$ cat config.mk
export PLATFORM = sky130hd
export DESIGN_NAME = oflow_tracker_top
export DESIGN_NICKNAME = d
export VERILOG_FILES = /design/src/hw/oflow_feature_pkg.sv /design/src/hw/oflow_score_pkg.sv /design/src/hw/oflow_prev_table.sv /design/src/hw/oflow_calc_iou.sv /design/src/hw/oflow_similarity_metric.sv /design/src/hw/oflow_match_select.sv /design/src/hw/oflow_tracker_top.sv
export SDC_FILE = /design/constraint.sdc
export NUM_CORES = 2
export LEC_CHECK = 0
export ABC_CLOCK_PERIOD_IN_PS = 11000
export BUFFER_PORTS_ARGS = -buffer_cell sky130_fd_sc_hd__clkbuf_2
export CORE_MARGIN = 3
export CORE_UTILIZATION = 40
export DETAILED_ROUTE_END_ITERATION = 8
export REMOVE_ABC_BUFFERS = 1
export SLEW_MARGIN = 20
export SYNTH_ARGS = -nofsm -noshare
export SYNTH_HDL_FRONTEND = slang
export SYNTH_SLANG_ARGS = --single-unit
$ cat constraint.sdc
create_clock -name clk -period 11 [get_ports clk]
set_input_delay 0.55 -clock clk [delete_from_list [all_inputs] [get_ports clk]]
set_output_delay 0.55 -clock clk [all_outputs]
set_load 0.01 [all_outputs]
$ cat src/hw/oflow_feature_pkg.sv
`default_nettype none

package oflow_feature_pkg;

	// --------------------------------------------------
	// box and appearance fields
	// --------------------------------------------------
	localparam int COORD_LEN     = 8;               // one corner coordinate
	localparam int POSITION_LEN  = 4 * COORD_LEN;   // {tl_x, tl_y, br_x, br_y}
	localparam int WIDTH_LEN     = 8;
	localparam int HEIGHT_LEN    = 8;
	localparam int COLOR_LEN     = 24;              // packed rgb
	localparam int D_HISTORY_LEN = 3;               // frames seen, small count

	// position sub-fields, tl_x at the top
	localparam int BR_Y_LSB = 0;
	localparam int BR_X_LSB = BR_Y_LSB + COORD_LEN;
	localparam int TL_Y_LSB = BR_X_LSB + COORD_LEN;
	localparam int TL_X_LSB = TL_Y_LSB + COORD_LEN;

	// --------------------------------------------------
	// packed table entry
	// --------------------------------------------------
	// msb first: position, width, height, color1, color2, history
	localparam int HISTORY_LSB  = 0;
	localparam int COLOR2_LSB   = HISTORY_LSB + D_HISTORY_LEN;
	localparam int COLOR1_LSB   = COLOR2_LSB + COLOR_LEN;
	localparam int HEIGHT_LSB   = COLOR1_LSB + COLOR_LEN;
	localparam int WIDTH_LSB    = HEIGHT_LSB + HEIGHT_LEN;
	localparam int POSITION_LSB = WIDTH_LSB + WIDTH_LEN;
	localparam int FEATURE_LEN  = POSITION_LSB + POSITION_LEN;  // 99

	// table geometry
	localparam int N_OBJ  = 4;
	localparam int ID_LEN = 2;   // index into the table

endpackage

`default_nettype wire

$ cat src/hw/oflow_score_pkg.sv
`default_nettype none

package oflow_score_pkg;

	// --------------------------------------------------
	// scoring widths
	// --------------------------------------------------
	localparam int WEIGHT_LEN           = 4;
	localparam int FRAC_LEN             = 10;            // q.10 fixed point
	localparam int IOU_LEN              = FRAC_LEN + 1;  // q0.10, 1024 is one
	localparam int AREA_LEN             = 17;            // holds sum of two 16b areas
	localparam int D_HISTORY_METRIC_LEN = 8;             // 1 << history, up to 128
	localparam int SUM_LEN              = 42;            // weighted sum, q.10
	localparam int SCORE_LEN            = SUM_LEN - FRAC_LEN;

	// --------------------------------------------------
	// FSM states
	// --------------------------------------------------
	typedef enum logic [1:0] {
		iou_idle,
		iou_area,     // union from registered areas
		iou_divide    // one quotient bit per cycle
	} iou_state_t;

	typedef enum logic [1:0] {
		met_idle,
		met_calc,     // waits on iou, then distances
		met_mult,
		met_sum
	} metric_state_t;

	typedef enum logic [1:0] {
		sel_idle,
		sel_scan,
		sel_wait,
		sel_done
	} select_state_t;

endpackage

`default_nettype wire

$ cat src/hw/oflow_prev_table.sv
`default_nettype none

module oflow_prev_table
	import oflow_feature_pkg::*;
(
	input  logic                   clk,
	input  logic                   reset_N,
	input  logic                   wr,
	input  logic [ID_LEN-1:0]      wr_addr,
	input  logic [FEATURE_LEN-1:0] wr_features,
	input  logic                   clear,
	input  logic [ID_LEN-1:0]      rd_addr,
	output logic [FEATURE_LEN-1:0] rd_features,
	output logic [N_OBJ-1:0]       entry_valid
);

	// feature words of earlier frames
	logic [FEATURE_LEN-1:0] entries [N_OBJ];

	always_ff @(posedge clk) begin
		if (wr)
			entries[wr_addr] <= wr_features;
	end

	// valid bits, a write beats a clear on its own entry
	always_ff @(posedge clk or negedge reset_N) begin
		if (!reset_N) begin
			entry_valid <= '0;
		end else begin
			for (int i = 0; i < N_OBJ; i++) begin
				if (wr && (wr_addr == ID_LEN'(i)))
					entry_valid[i] <= 1'b1;
				else if (clear)
					entry_valid[i] <= 1'b0;
			end
		end
	end

	// combinational read, same cycle as rd_addr
	assign rd_features = entries[rd_addr];

endmodule

`default_nettype wire

$ cat src/hw/oflow_calc_iou.sv
`default_nettype none

module oflow_calc_iou
	import oflow_feature_pkg::*;
	import oflow_score_pkg::*;
(
	input  logic                    clk,
	input  logic                    reset_N,
	input  logic                    start,
	input  logic [POSITION_LEN-1:0] pos_cur,
	input  logic [POSITION_LEN-1:0] pos_prev,
	input  logic [WIDTH_LEN-1:0]    w_cur,
	input  logic [HEIGHT_LEN-1:0]   h_cur,
	input  logic [WIDTH_LEN-1:0]    w_prev,
	input  logic [HEIGHT_LEN-1:0]   h_prev,
	output logic                    valid_iou,
	output logic [IOU_LEN-1:0]      iou
);

	iou_state_t                  state;
	logic [$clog2(FRAC_LEN)-1:0] cnt;      // divide step

	logic [COORD_LEN-1:0] x_ov;
	logic [COORD_LEN-1:0] y_ov;
	logic [AREA_LEN-1:0]  inter_r;
	logic [AREA_LEN-1:0]  area_cur_r;
	logic [AREA_LEN-1:0]  area_prev_r;
	logic [AREA_LEN-1:0]  union_c;
	logic [AREA_LEN-1:0]  union_r;      // divisor
	logic                 int_bit;      // boxes equal, iou of one

	logic [AREA_LEN-1:0]  rem;          // partial remainder, always below union
	logic [AREA_LEN:0]    rem_sh;
	logic [AREA_LEN:0]    rem_sub;
	logic                 q_bit;
	logic [IOU_LEN-1:0]   q;
	logic [IOU_LEN-1:0]   q_next;

	// clamped overlap of two intervals on one axis
	function automatic logic [COORD_LEN-1:0] overlap(
		input logic [COORD_LEN-1:0] a_lo,
		input logic [COORD_LEN-1:0] a_hi,
		input logic [COORD_LEN-1:0] b_lo,
		input logic [COORD_LEN-1:0] b_hi
	);
		logic [COORD_LEN-1:0] lo;
		logic [COORD_LEN-1:0] hi;
		lo = (a_lo > b_lo) ? a_lo : b_lo;   // larger left edge
		hi = (a_hi < b_hi) ? a_hi : b_hi;   // smaller right edge
		return (hi > lo) ? hi - lo : '0;
	endfunction

	assign x_ov = overlap(pos_cur[TL_X_LSB +: COORD_LEN], pos_cur[BR_X_LSB +: COORD_LEN],
	                      pos_prev[TL_X_LSB +: COORD_LEN], pos_prev[BR_X_LSB +: COORD_LEN]);
	assign y_ov = overlap(pos_cur[TL_Y_LSB +: COORD_LEN], pos_cur[BR_Y_LSB +: COORD_LEN],
	                      pos_prev[TL_Y_LSB +: COORD_LEN], pos_prev[BR_Y_LSB +: COORD_LEN]);

	// --------------------------------------------------
	// restoring divider, inter * 1024 / union
	// --------------------------------------------------
	assign union_c = area_cur_r + area_prev_r - inter_r;
	assign int_bit = (union_c != '0) && (inter_r == union_c);
	assign rem_sh  = {rem, 1'b0};
	assign rem_sub = rem_sh - {1'b0, union_r};
	assign q_bit   = (union_r != '0) && (rem_sh >= {1'b0, union_r});   // zero union gives 0
	assign q_next  = {q[IOU_LEN-2:0], q_bit};

	always_ff @(posedge clk or negedge reset_N) begin
		if (!reset_N) begin
			state     <= iou_idle;
			cnt       <= '0;
			valid_iou <= 1'b0;
		end else begin
			valid_iou <= 1'b0;
			case (state)
				iou_idle:
					if (start) state <= iou_area;
				iou_area: begin
					cnt   <= '0;
					state <= iou_divide;
				end
				iou_divide: begin
					cnt <= cnt + 1'b1;
					if (cnt == FRAC_LEN - 1) begin   // last fraction bit
						valid_iou <= 1'b1;
						state     <= iou_idle;
					end
				end
				default:
					state <= iou_idle;
			endcase
		end
	end

	always_ff @(posedge clk) begin
		case (state)
			iou_idle: begin
				if (start) begin
					inter_r     <= x_ov * y_ov;
					area_cur_r  <= w_cur * h_cur;
					area_prev_r <= w_prev * h_prev;
				end
			end
			iou_area: begin
				union_r <= union_c;
				rem     <= int_bit ? '0 : inter_r;
				q       <= IOU_LEN'(int_bit);   // integer bit, shifted up by the divide
			end
			iou_divide: begin
				rem <= q_bit ? rem_sub[AREA_LEN-1:0] : rem_sh[AREA_LEN-1:0];
				q   <= q_next;
				if (cnt == FRAC_LEN - 1)
					iou <= q_next;
			end
			default: ;
		endcase
	end

endmodule

`default_nettype wire

$ cat src/hw/oflow_similarity_metric.sv
`default_nettype none

module oflow_similarity_metric
	import oflow_feature_pkg::*;
	import oflow_score_pkg::*;
(
	input  logic                    clk,
	input  logic                    reset_N,
	input  logic                    start,
	input  logic [POSITION_LEN-1:0] position_cur,
	input  logic [WIDTH_LEN-1:0]    width_cur,
	input  logic [HEIGHT_LEN-1:0]   height_cur,
	input  logic [COLOR_LEN-1:0]    color1_cur,
	input  logic [COLOR_LEN-1:0]    color2_cur,
	input  logic [FEATURE_LEN-1:0]  features_of_prev,
	input  logic [WEIGHT_LEN-1:0]   iou_weight,
	input  logic [WEIGHT_LEN-1:0]   w_weight,
	input  logic [WEIGHT_LEN-1:0]   h_weight,
	input  logic [WEIGHT_LEN-1:0]   color1_weight,
	input  logic [WEIGHT_LEN-1:0]   color2_weight,
	input  logic [WEIGHT_LEN-1:0]   dhistory_weight,
	output logic                    valid,
	output logic [SCORE_LEN-1:0]    score
);

	// previous entry, unpacked
	logic [POSITION_LEN-1:0]  position_prev;
	logic [WIDTH_LEN-1:0]     width_prev;
	logic [HEIGHT_LEN-1:0]    height_prev;
	logic [COLOR_LEN-1:0]     color1_prev;
	logic [COLOR_LEN-1:0]     color2_prev;
	logic [D_HISTORY_LEN-1:0] d_history_prev;

	logic               start_iou;
	logic               valid_iou;
	logic [IOU_LEN-1:0] iou;

	// distance metrics, integer except iou
	logic [IOU_LEN-1:0]              iou_metric;   // 1 - iou, q0.10
	logic [WIDTH_LEN-1:0]            w_metric;
	logic [HEIGHT_LEN-1:0]           h_metric;
	logic [COLOR_LEN-1:0]            color1_metric;
	logic [COLOR_LEN-1:0]            color2_metric;
	logic [D_HISTORY_METRIC_LEN-1:0] d_history_metric;

	// weighted terms, all q.10
	logic [SUM_LEN-1:0] iou_term;
	logic [SUM_LEN-1:0] w_term;
	logic [SUM_LEN-1:0] h_term;
	logic [SUM_LEN-1:0] color1_term;
	logic [SUM_LEN-1:0] color2_term;
	logic [SUM_LEN-1:0] d_history_term;
	logic [SUM_LEN-1:0] sum_all;

	metric_state_t state;
	metric_state_t next_state;

	function automatic logic [COLOR_LEN-1:0] l1_dist(
		input logic [COLOR_LEN-1:0] a,
		input logic [COLOR_LEN-1:0] b
	);
		return (a > b) ? a - b : b - a;
	endfunction

	assign position_prev  = features_of_prev[POSITION_LSB +: POSITION_LEN];
	assign width_prev     = features_of_prev[WIDTH_LSB +: WIDTH_LEN];
	assign height_prev    = features_of_prev[HEIGHT_LSB +: HEIGHT_LEN];
	assign color1_prev    = features_of_prev[COLOR1_LSB +: COLOR_LEN];
	assign color2_prev    = features_of_prev[COLOR2_LSB +: COLOR_LEN];
	assign d_history_prev = features_of_prev[HISTORY_LSB +: D_HISTORY_LEN];

	oflow_calc_iou u_calc_iou (
		.clk       (clk),
		.reset_N   (reset_N),
		.start     (start_iou),
		.pos_cur   (position_cur),
		.pos_prev  (position_prev),
		.w_cur     (width_cur),
		.h_cur     (height_cur),
		.w_prev    (width_prev),
		.h_prev    (height_prev),
		.valid_iou (valid_iou),
		.iou       (iou)
	);

	// --------------------------------------------------
	// FSM
	// --------------------------------------------------
	assign start_iou = (state == met_idle) && start;   // iou runs from the start cycle

	always_comb begin
		next_state = state;
		case (state)
			met_idle: if (start) next_state = met_calc;
			met_calc: if (valid_iou) next_state = met_mult;
			met_mult: next_state = met_sum;
			met_sum:  next_state = met_idle;
			default:  next_state = met_idle;
		endcase
	end

	always_ff @(posedge clk or negedge reset_N) begin
		if (!reset_N) begin
			state <= met_idle;
			valid <= 1'b0;
		end else begin
			state <= next_state;
			valid <= (state == met_sum);   // score lands with it
		end
	end

	// --------------------------------------------------
	// datapath
	// --------------------------------------------------
	assign sum_all = iou_term + w_term + h_term + color1_term + color2_term + d_history_term;

	always_ff @(posedge clk) begin
		if ((state == met_calc) && valid_iou) begin
			iou_metric       <= IOU_LEN'(1 << FRAC_LEN) - iou;
			w_metric         <= WIDTH_LEN'(l1_dist(COLOR_LEN'(width_prev), COLOR_LEN'(width_cur)));
			h_metric         <= HEIGHT_LEN'(l1_dist(COLOR_LEN'(height_prev),
			                                        COLOR_LEN'(height_cur)));
			color1_metric    <= l1_dist(color1_prev, color1_cur);
			color2_metric    <= l1_dist(color2_prev, color2_cur);
			d_history_metric <= D_HISTORY_METRIC_LEN'(1) << d_history_prev;   // older is costlier
		end
		if (state == met_mult) begin
			iou_term       <= SUM_LEN'(iou_weight) * SUM_LEN'(iou_metric);   // already q.10
			w_term         <= SUM_LEN'(w_weight) * (SUM_LEN'(w_metric) << FRAC_LEN);
			h_term         <= SUM_LEN'(h_weight) * (SUM_LEN'(h_metric) << FRAC_LEN);
			color1_term    <= SUM_LEN'(color1_weight) * (SUM_LEN'(color1_metric) << FRAC_LEN);
			color2_term    <= SUM_LEN'(color2_weight) * (SUM_LEN'(color2_metric) << FRAC_LEN);
			d_history_term <= SUM_LEN'(dhistory_weight)
			                  * (SUM_LEN'(d_history_metric) << FRAC_LEN);
		end
		if (state == met_sum)
			score <= sum_all[SUM_LEN-1:FRAC_LEN];   // drop fraction
	end

endmodule

`default_nettype wire

$ cat src/hw/oflow_match_select.sv
`default_nettype none

module oflow_match_select
	import oflow_feature_pkg::*;
	import oflow_score_pkg::*;
(
	input  logic                 clk,
	input  logic                 reset_N,
	input  logic                 track,
	input  logic [N_OBJ-1:0]     entry_valid,
	input  logic                 metric_valid,
	input  logic [SCORE_LEN-1:0] metric_score,
	output logic                 busy,
	output logic                 done,
	output logic                 found,
	output logic [ID_LEN-1:0]    best_id,
	output logic [SCORE_LEN-1:0] best_score,
	output logic [ID_LEN-1:0]    rd_addr,
	output logic                 metric_start
);

	select_state_t state;

	// running best of the current search
	logic                 run_found;
	logic [ID_LEN-1:0]    run_id;
	logic [SCORE_LEN-1:0] run_score;

	logic                 last;       // index at the final entry
	logic                 take;       // new score beats the best so far
	logic                 finish;
	logic                 nxt_found;
	logic [ID_LEN-1:0]    nxt_id;
	logic [SCORE_LEN-1:0] nxt_score;

	assign last = (rd_addr == ID_LEN'(N_OBJ - 1));
	assign take = (state == sel_wait) && metric_valid
	              && (!run_found || (metric_score < run_score));   // strict, lower index wins tie

	assign nxt_found = run_found | take;
	assign nxt_id    = take ? rd_addr : run_id;
	assign nxt_score = take ? metric_score : run_score;

	assign finish = last && (((state == sel_scan) && !entry_valid[rd_addr])
	                         || ((state == sel_wait) && metric_valid));

	assign busy = (state == sel_scan) || (state == sel_wait);
	assign done = (state == sel_done);   // busy already low here

	// --------------------------------------------------
	// scan FSM
	// --------------------------------------------------
	always_ff @(posedge clk or negedge reset_N) begin
		if (!reset_N) begin
			state        <= sel_idle;
			rd_addr      <= '0;
			metric_start <= 1'b0;
		end else begin
			metric_start <= 1'b0;
			case (state)
				sel_idle: begin
					if (track) begin
						rd_addr <= '0;
						state   <= sel_scan;
					end
				end
				sel_scan: begin
					if (entry_valid[rd_addr]) begin
						metric_start <= 1'b1;   // one cycle after the index
						state        <= sel_wait;
					end else if (last) begin
						state <= sel_done;
					end else begin
						rd_addr <= rd_addr + 1'b1;   // skip empty slot
					end
				end
				sel_wait: begin
					if (metric_valid) begin
						if (last) begin
							state <= sel_done;
						end else begin
							rd_addr <= rd_addr + 1'b1;
							state   <= sel_scan;
						end
					end
				end
				default:
					state <= sel_idle;
			endcase
		end
	end

	// best so far, published only at done
	always_ff @(posedge clk or negedge reset_N) begin
		if (!reset_N) begin
			run_found  <= 1'b0;
			run_id     <= '0;
			run_score  <= '0;
			found      <= 1'b0;
			best_id    <= '0;
			best_score <= '0;
		end else begin
			if ((state == sel_idle) && track) begin
				run_found <= 1'b0;   // fresh search
			end else begin
				run_found <= nxt_found;
				run_id    <= nxt_id;
				run_score <= nxt_score;
			end
			if (finish) begin
				found      <= nxt_found;
				best_id    <= nxt_id;
				best_score <= nxt_score;
			end
		end
	end

endmodule

`default_nettype wire

$ cat src/hw/oflow_tracker_top.sv
`default_nettype none

module oflow_tracker_top
	import oflow_feature_pkg::*;
	import oflow_score_pkg::*;
(
	input  logic                    clk,
	input  logic                    reset_N,
	// table load
	input  logic                    wr,
	input  logic [ID_LEN-1:0]       wr_addr,
	input  logic [FEATURE_LEN-1:0]  wr_features,
	input  logic                    clear,
	// current detection
	input  logic                    track,
	input  logic [POSITION_LEN-1:0] cur_position,
	input  logic [WIDTH_LEN-1:0]    cur_width,
	input  logic [HEIGHT_LEN-1:0]   cur_height,
	input  logic [COLOR_LEN-1:0]    cur_color1,
	input  logic [COLOR_LEN-1:0]    cur_color2,
	input  logic [WEIGHT_LEN-1:0]   iou_weight,
	input  logic [WEIGHT_LEN-1:0]   w_weight,
	input  logic [WEIGHT_LEN-1:0]   h_weight,
	input  logic [WEIGHT_LEN-1:0]   color1_weight,
	input  logic [WEIGHT_LEN-1:0]   color2_weight,
	input  logic [WEIGHT_LEN-1:0]   dhistory_weight,
	// match result
	output logic                    busy,
	output logic                    done,
	output logic                    found,
	output logic [ID_LEN-1:0]       best_id,
	output logic [SCORE_LEN-1:0]    best_score
);

	logic [ID_LEN-1:0]      rd_addr;
	logic [FEATURE_LEN-1:0] rd_features;
	logic [N_OBJ-1:0]       entry_valid;
	logic                   metric_start;
	logic                   metric_valid;
	logic [SCORE_LEN-1:0]   metric_score;

	oflow_prev_table u_prev_table (
		.clk         (clk),
		.reset_N     (reset_N),
		.wr          (wr),
		.wr_addr     (wr_addr),
		.wr_features (wr_features),
		.clear       (clear),
		.rd_addr     (rd_addr),
		.rd_features (rd_features),
		.entry_valid (entry_valid)
	);

	oflow_match_select u_match_select (
		.clk          (clk),
		.reset_N      (reset_N),
		.track        (track),
		.entry_valid  (entry_valid),
		.metric_valid (metric_valid),
		.metric_score (metric_score),
		.busy         (busy),
		.done         (done),
		.found        (found),
		.best_id      (best_id),
		.best_score   (best_score),
		.rd_addr      (rd_addr),
		.metric_start (metric_start)
	);

	// scores the entry at rd_addr against the detection
	oflow_similarity_metric u_similarity_metric (
		.clk              (clk),
		.reset_N          (reset_N),
		.start            (metric_start),
		.position_cur     (cur_position),
		.width_cur        (cur_width),
		.height_cur       (cur_height),
		.color1_cur       (cur_color1),
		.color2_cur       (cur_color2),
		.features_of_prev (rd_features),
		.iou_weight       (iou_weight),
		.w_weight         (w_weight),
		.h_weight         (h_weight),
		.color1_weight    (color1_weight),
		.color2_weight    (color2_weight),
		.dhistory_weight  (dhistory_weight),
		.valid            (metric_valid),
		.score            (metric_score)
	);

endmodule

`default_nettype wire

Yosys cells after proc, flatten, opt, wreduce, memory -nomap -nowiden. Memory sizes are Yosys's and may differ from the RTL's. Index checks and enable logic that the tools add are counted.

Register bits: 482. Memory bits (writable): 396. Input port bits: 226. Output and inout bits: 37. Memories: 1.

Memory list: u_prev_table.entries (words 4, bits a word 99, rd ports 1, clocked after memory_dff 0, write ports 1, RTL line oflow_prev_table.sv:18) `logic [FEATURE_LEN-1:0] entries [N_OBJ];`.

Add/sub/neg operators: 21. Multipliers: 9. $lt $le $gt $ge: 13. Eq/ne operators: 22. Shift-type cells: 1. Muxes and demuxes: 48. Bitwise gates (word level): 1. Reduce and logical (&&, ||, !) cells: 36.

Operators by type and width (number): $add 42x42->42 (4); $sub 24x24->24 (4); $mux 8 (8); $mul 4x24->28 (2); $gt 24x24->1 (2); $gt 8x8->1 (6); $mul 8x8->16 (3); $mux 24 (2); $sub 8x8->8 (6); $add 15x42->42 (1); $mul 4x8->12 (3); $pmux 17 s2 (1); $reduce_bool 17->1 (2); $lt 32x32->1 (1); $mux 32 (1); $mux 2 (14); $pmux 10 s2 (1); $ge 18x17->1 (1); $pmux 2 s3 (3); $add 16x16->17 (1); $eq 16x17->1 (1); $mux 17 (1); $sub 17x16->17 (1); $sub 17x17->17 (1); 28 further kinds (81).

Longest topological paths before layout.
Depth after elaboration: 6. Depth in mapped cells: 47.

Hierarchy. From an unflattened synthesis, not the netlist that was laid out.

Cell total of the unflattened synthesis: 5124. Area total of the unflattened synthesis: 58658.8 µm².

By module, submodules not included: oflow_similarity_metric (instances 1, cells each 2671, area an instance 25117.8 µm², sequential area each 6411.1 µm²); oflow_calc_iou (instances 1, cells each 1582, area an instance 14682.8 µm², sequential area each 3268.1 µm²); oflow_prev_table (instances 1, cells each 531, area an instance 14415.1 µm², sequential area each 11991.5 µm²); oflow_match_select (instances 1, cells each 340, area an instance 4443.0 µm², sequential area each 1876.8 µm²).

Worst setup path before layout. OpenSTA, ideal clock, no wires.

Path type: reg-to-reg. Start point: reg u_match_select.rd_addr[0]. End point: reg u_similarity_metric.u_calc_iou.inter_r[14] (data pin). Setup time: 0.257 ns. Arrival: 9.384 ns. Required time: 10.743 ns. Setup slack: 1.358 ns. Cell stages (with the launch flop): 41. Cell sequence: dfrtp_1 > buf_2 > buf_2 > buf_1 > buf_1 > mux4_2 > inv_1 > ha_1 > o21a_1 > o21ai_0 > nand2b_1 > a21oi_1 > o21ai_0 > o21ai_1 > mux2_2 > fa_1 > nor2b_1 > o21ai_0 > (+5 left out) > or3_1 > clkbuf_1 > or2_2 > fa_1 > fa_1 > inv_1 > fa_1 > inv_1 > fa_1 > inv_1 > ha_1 > a21oi_1 > nor2b_1 > o21a_1 > nor3_1 > nor2_1 > o41a_1 > xor2_1.

Word-level cells in the longest chain between the ends: 6. Elaborated cells between the ends (all ways): 16.

Ends and longest elaborated chain: start: declaration (RTL line oflow_match_select.sv:18) `output logic [ID_LEN-1:0] rd_addr,`; start signal: assignment (RTL line oflow_match_select.sv:74) `rd_addr <= rd_addr + 1'b1;`; start signal: assignment (RTL line oflow_match_select.sv:82) `rd_addr <= rd_addr + 1'b1;`; $mem_v2 4x99 (*); $lt 8x8->1 / $gt 8x8->1 (equally long branches) (RTL line oflow_calc_iou.sv:49, oflow_calc_iou.sv:48); $mux 8 (on tied branches) (RTL line oflow_calc_iou.sv:49, oflow_calc_iou.sv:48); $sub 8x8->8 / $gt 8x8->1 (equally long branches) (RTL line oflow_calc_iou.sv:50) `return (hi > lo) ? hi - lo : '0;`; $mux 8 (RTL line oflow_calc_iou.sv:50); $mul 8x8->16 (*) (RTL line oflow_calc_iou.sv:99) `inter_r <= x_ov * y_ov;`; end signal: assignment (RTL line oflow_calc_iou.sv:99); end: declaration (RTL line oflow_calc_iou.sv:25) `logic [AREA_LEN-1:0] inter_r;`.

Every way passes the cells marked *; elsewhere a longest branch is shown, timed or not. A chain may end at the register's enable or synchronous reset.

Worst setup path in the final report.
Start point: reg u_match_select.rd_addr[0]. End point: reg u_similarity_metric.u_calc_iou.inter_r[15] (data pin).

The elaborated chain is that of the path after synthesis.

==> impl_metrics.yaml <==
pwr:
  p_leak_nw: 28.2
  power-per-cell-area_nw_per_um2: 286
  total_power_w: 0.0183
  vdd_drop_max_uv: 358
worst_hold_path:
  holdPathStages: 1
  hold_class: "in2reg"
clocking:
  clk_pin_slew_ns: 0.06
  clock_path_buffers: 3
  cts_setup_buffers: 0
  cts_max_level: 3
  clk_latency_ns: 0.71
  cts.sinks: 799
  tritoncts: "done"
  root_buffer: "clkbuf_16"
  cts-buffers-inserted: 93
drt:
  drtAntennaViolNets: 0
  drtIter0Drc: 2268
  wire_per_inst_um: 17.5
  via_per_inst: 5.06
  drcViolationCount: 0
  drt-total-wl_um: 128000
  dr.pass1.iters: 6
  vias: 37000
placed_design:
  post-place-ws_ns: 1.10
  gp_congestion: 0.856
  dp_hpwl_um: 98300
  numPortBuffers: 262
sta:
  fin_crit_sh_pct: 89.4
  max-slew-margin-rel_pct: 31.3
  min_period_ns: 9.83
  slew_viol_final: 0
  fin_ws_ns: 1.17
  skew_ns: 0.0529
  hold_viol_final: 0
  worst_pin_slew_ns: 1.02
  setup_viol: 0
  clock.fmax_mhz: 102
  rsz0062_at_grt: "no"
global_routing:
  grt_start_max_net_pins: 81
  grt_pass1_wl_um: 206000
  antenna_found_initial: 17
  first_global_vias: 37800
  track_usage_pct: 17.6
  grt-ovfl-total: 0
synth:
  syn_avg_cell_area_um2: 11.3
  async_flop_share_pct: 11.1
  synth.ff_latch_count: 799
  ys.flop_type: "edfxtp_1"
  synth-edff-count: 710
  ys_seq_area_share_pct: 41.4
  synth_cells: 5028
  synthDistinctLibCells: 95
  syn_area_um2: 56900
  yosysWarnings: 0
floorplan:
  start_util_pct: 40.5
  design.core.area_um2: 140000
  num_rows: 137
  die_area_um2: 147000
  die_h_um: 383
  pin_count: 263
  die_w_um: 383
critical_path:
  critPathBufInv: 5
  path_class: "reg2reg"
  critPathSlowestCell: "dfrtp_4"
  end_kind: "flop"
  cpLargestDelayFamily: "compound AO/OA/AOI/OAI gates"
  worstPathRequired_ns: 11.45
  cp_slowest_stage_delay_ns: 0.86
  cp-start-kind: "flop"
  arrival_ns: 10.28
  critical_path_peak_fanout: 30
  worstRegToRegCells: 38
  path_depth: 38
flow_run:
  cap_violations: 0
finish:
  final_cell_mix: "710 x edfxtp_1, 708 x inv_1, 569 x ha_1"
  areaGrowthSynthToFinish_pct: 12.8
  drive_gt1_share_pct: 11.2
  layout_commonest_cell: "edfxtp_1"
  final_nets: 6476
status:
  status: "completed"
[synth_stat cells (all sizes together), types with 23 or more instances]
master / count / area (um^2)
mux2i: 86 / 861
a21o: 113 / 848
a31oi: 25 / 163
dfrtp: 89 / 2230
nor2b: 53 / 332
xor2: 77 / 674
nand4: 47 / 300
o21bai: 39 / 293
nand3: 42 / 210
and3: 23 / 149
buf: 37 / 193
xnor2: 160 / 1400
o21a: 38 / 285
edfxtp: 710 / 21300
fa: 318 / 6370
nand2: 460 / 1740
mux2: 27 / 308
and2: 153 / 957
nor2: 310 / 1170
a21oi: 203 / 1020
inv: 708 / 2660
mux4: 100 / 2250
ha: 571 / 7140
nand2b: 42 / 263
clkbuf: 77 / 289
a211oi: 40 / 340
nor3: 56 / 285
o21ai: 218 / 1100
[kinds of logic (layout without fill, tap and decap cells)]
group	Yosys count	in the layout	synth area share, %
fa+ha+maj	889	889	23.8
xor+xnor	237	237	3.65
flops	799	799	41.4
compound gates	804	804	9.14
simple gates	1262	1262	10.5
mux	213	213	6.02
other cells	0	7	0
buf+inv	824	1234	5.53
[timing repair]
action | in CTS | in global routing
endpoints found under the hold margin | 272 | 0
gates resized for setup | 0 | 1
setup endpoints to repair | 0 | 1
hold buffers | 65 | 0
[metrics by stage]
stage	util, %	instance area [um^2]	cells	hold WS (ns)	TNS [ns]
2_1_floorplan	-	56400	4914	0.254	-8.07
3_3_place_gp	43.0	60300	7077	0.404	0
3_5_place_dp	43.0	60300	7077	0.425	0
4_1_cts	45.7	64100	7314	0.000777	0
5_1_grt	45.7	64100	7314	0.0335	0
6_report	45.7	64100	7321	0.0773	0
[state kept, by name, indices dropped and copies added, names as in the netlist, 11 cells and up]
| name | flops |
|---|---|
| u_prev_table.entries | 396 |
| u_match_select.best_score | 32 |
| u_match_select.run_score | 32 |
| u_similarity_metric.score | 31 |
| u_similarity_metric.color1_term | 28 |
| u_similarity_metric.color2_term | 28 |
| u_similarity_metric.color1_metric | 24 |
| u_similarity_metric.color2_metric | 24 |
| u_similarity_metric.u_calc_iou.rem | 17 |
| u_similarity_metric.u_calc_iou.union_r | 17 |
| u_similarity_metric.u_calc_iou.area_cur_r | 16 |
| u_similarity_metric.u_calc_iou.area_prev_r | 16 |
| u_similarity_metric.u_calc_iou.inter_r | 16 |
| u_similarity_metric.d_history_term | 12 |
| u_similarity_metric.h_term | 12 |
| u_similarity_metric.w_term | 12 |
| u_similarity_metric.iou_metric | 11 |
| u_similarity_metric.u_calc_iou.iou | 11 |
[final timing paths]
| path | start | to | slack, ns |
|---|---|---|---|
| worst max-delay path | u_match_select.rd_addr[0] | u_similarity_metric.u_calc_iou.inter_r[15] | 1.17 |
| worst min-delay path | wr_features[95] | u_prev_table.entries[1][95] | 0.08 |
| worst max register to register | u_match_select.rd_addr[0] | u_similarity_metric.u_calc_iou.inter_r[15] | 1.17 |
| worst min register to register | u_similarity_metric.u_calc_iou.q[7] | u_similarity_metric.u_calc_iou.iou[8] | 0.42 |
| max in group asynchronous | reset_N | u_match_select.run_score[20] | 9.43 |
| min in group asynchronous | reset_N | u_match_select.state[1] | 0.32 |
[report_power, final]
group	switching [W]	internal (W)	total, W
sequential	0.000307	0.00438	0.00469
clock	0.00130	0.00184	0.00315
combinational	0.00600	0.00450	0.0105
[area by class of cell]
cell class | instances | area (um^2)
fill | 12900 | 76200
multi-input combinational | 3405 | 30300
sequential | 799 | 23600
inverter | 710 | 2670
clock buffer | 111 | 2450
tap | 1876 | 2350
timing repair buffer | 352 | 2150
clock inverter | 61 | 697
antenna | 7 | 17.5
[per-layer routing]
layer / vias to the layer above / global-route usage (%) / wire length [um]
met5: - / 0 / 92
met4: 14 / 4.11 / 2580
met3: 185 / 3.31 / 7000
met2: 674 / 27.4 / 56600
met1: 18000 / 25.5 / 61600
li1: 18100 / - / -
Note: power is estimated with default switching activity, not from simulation.
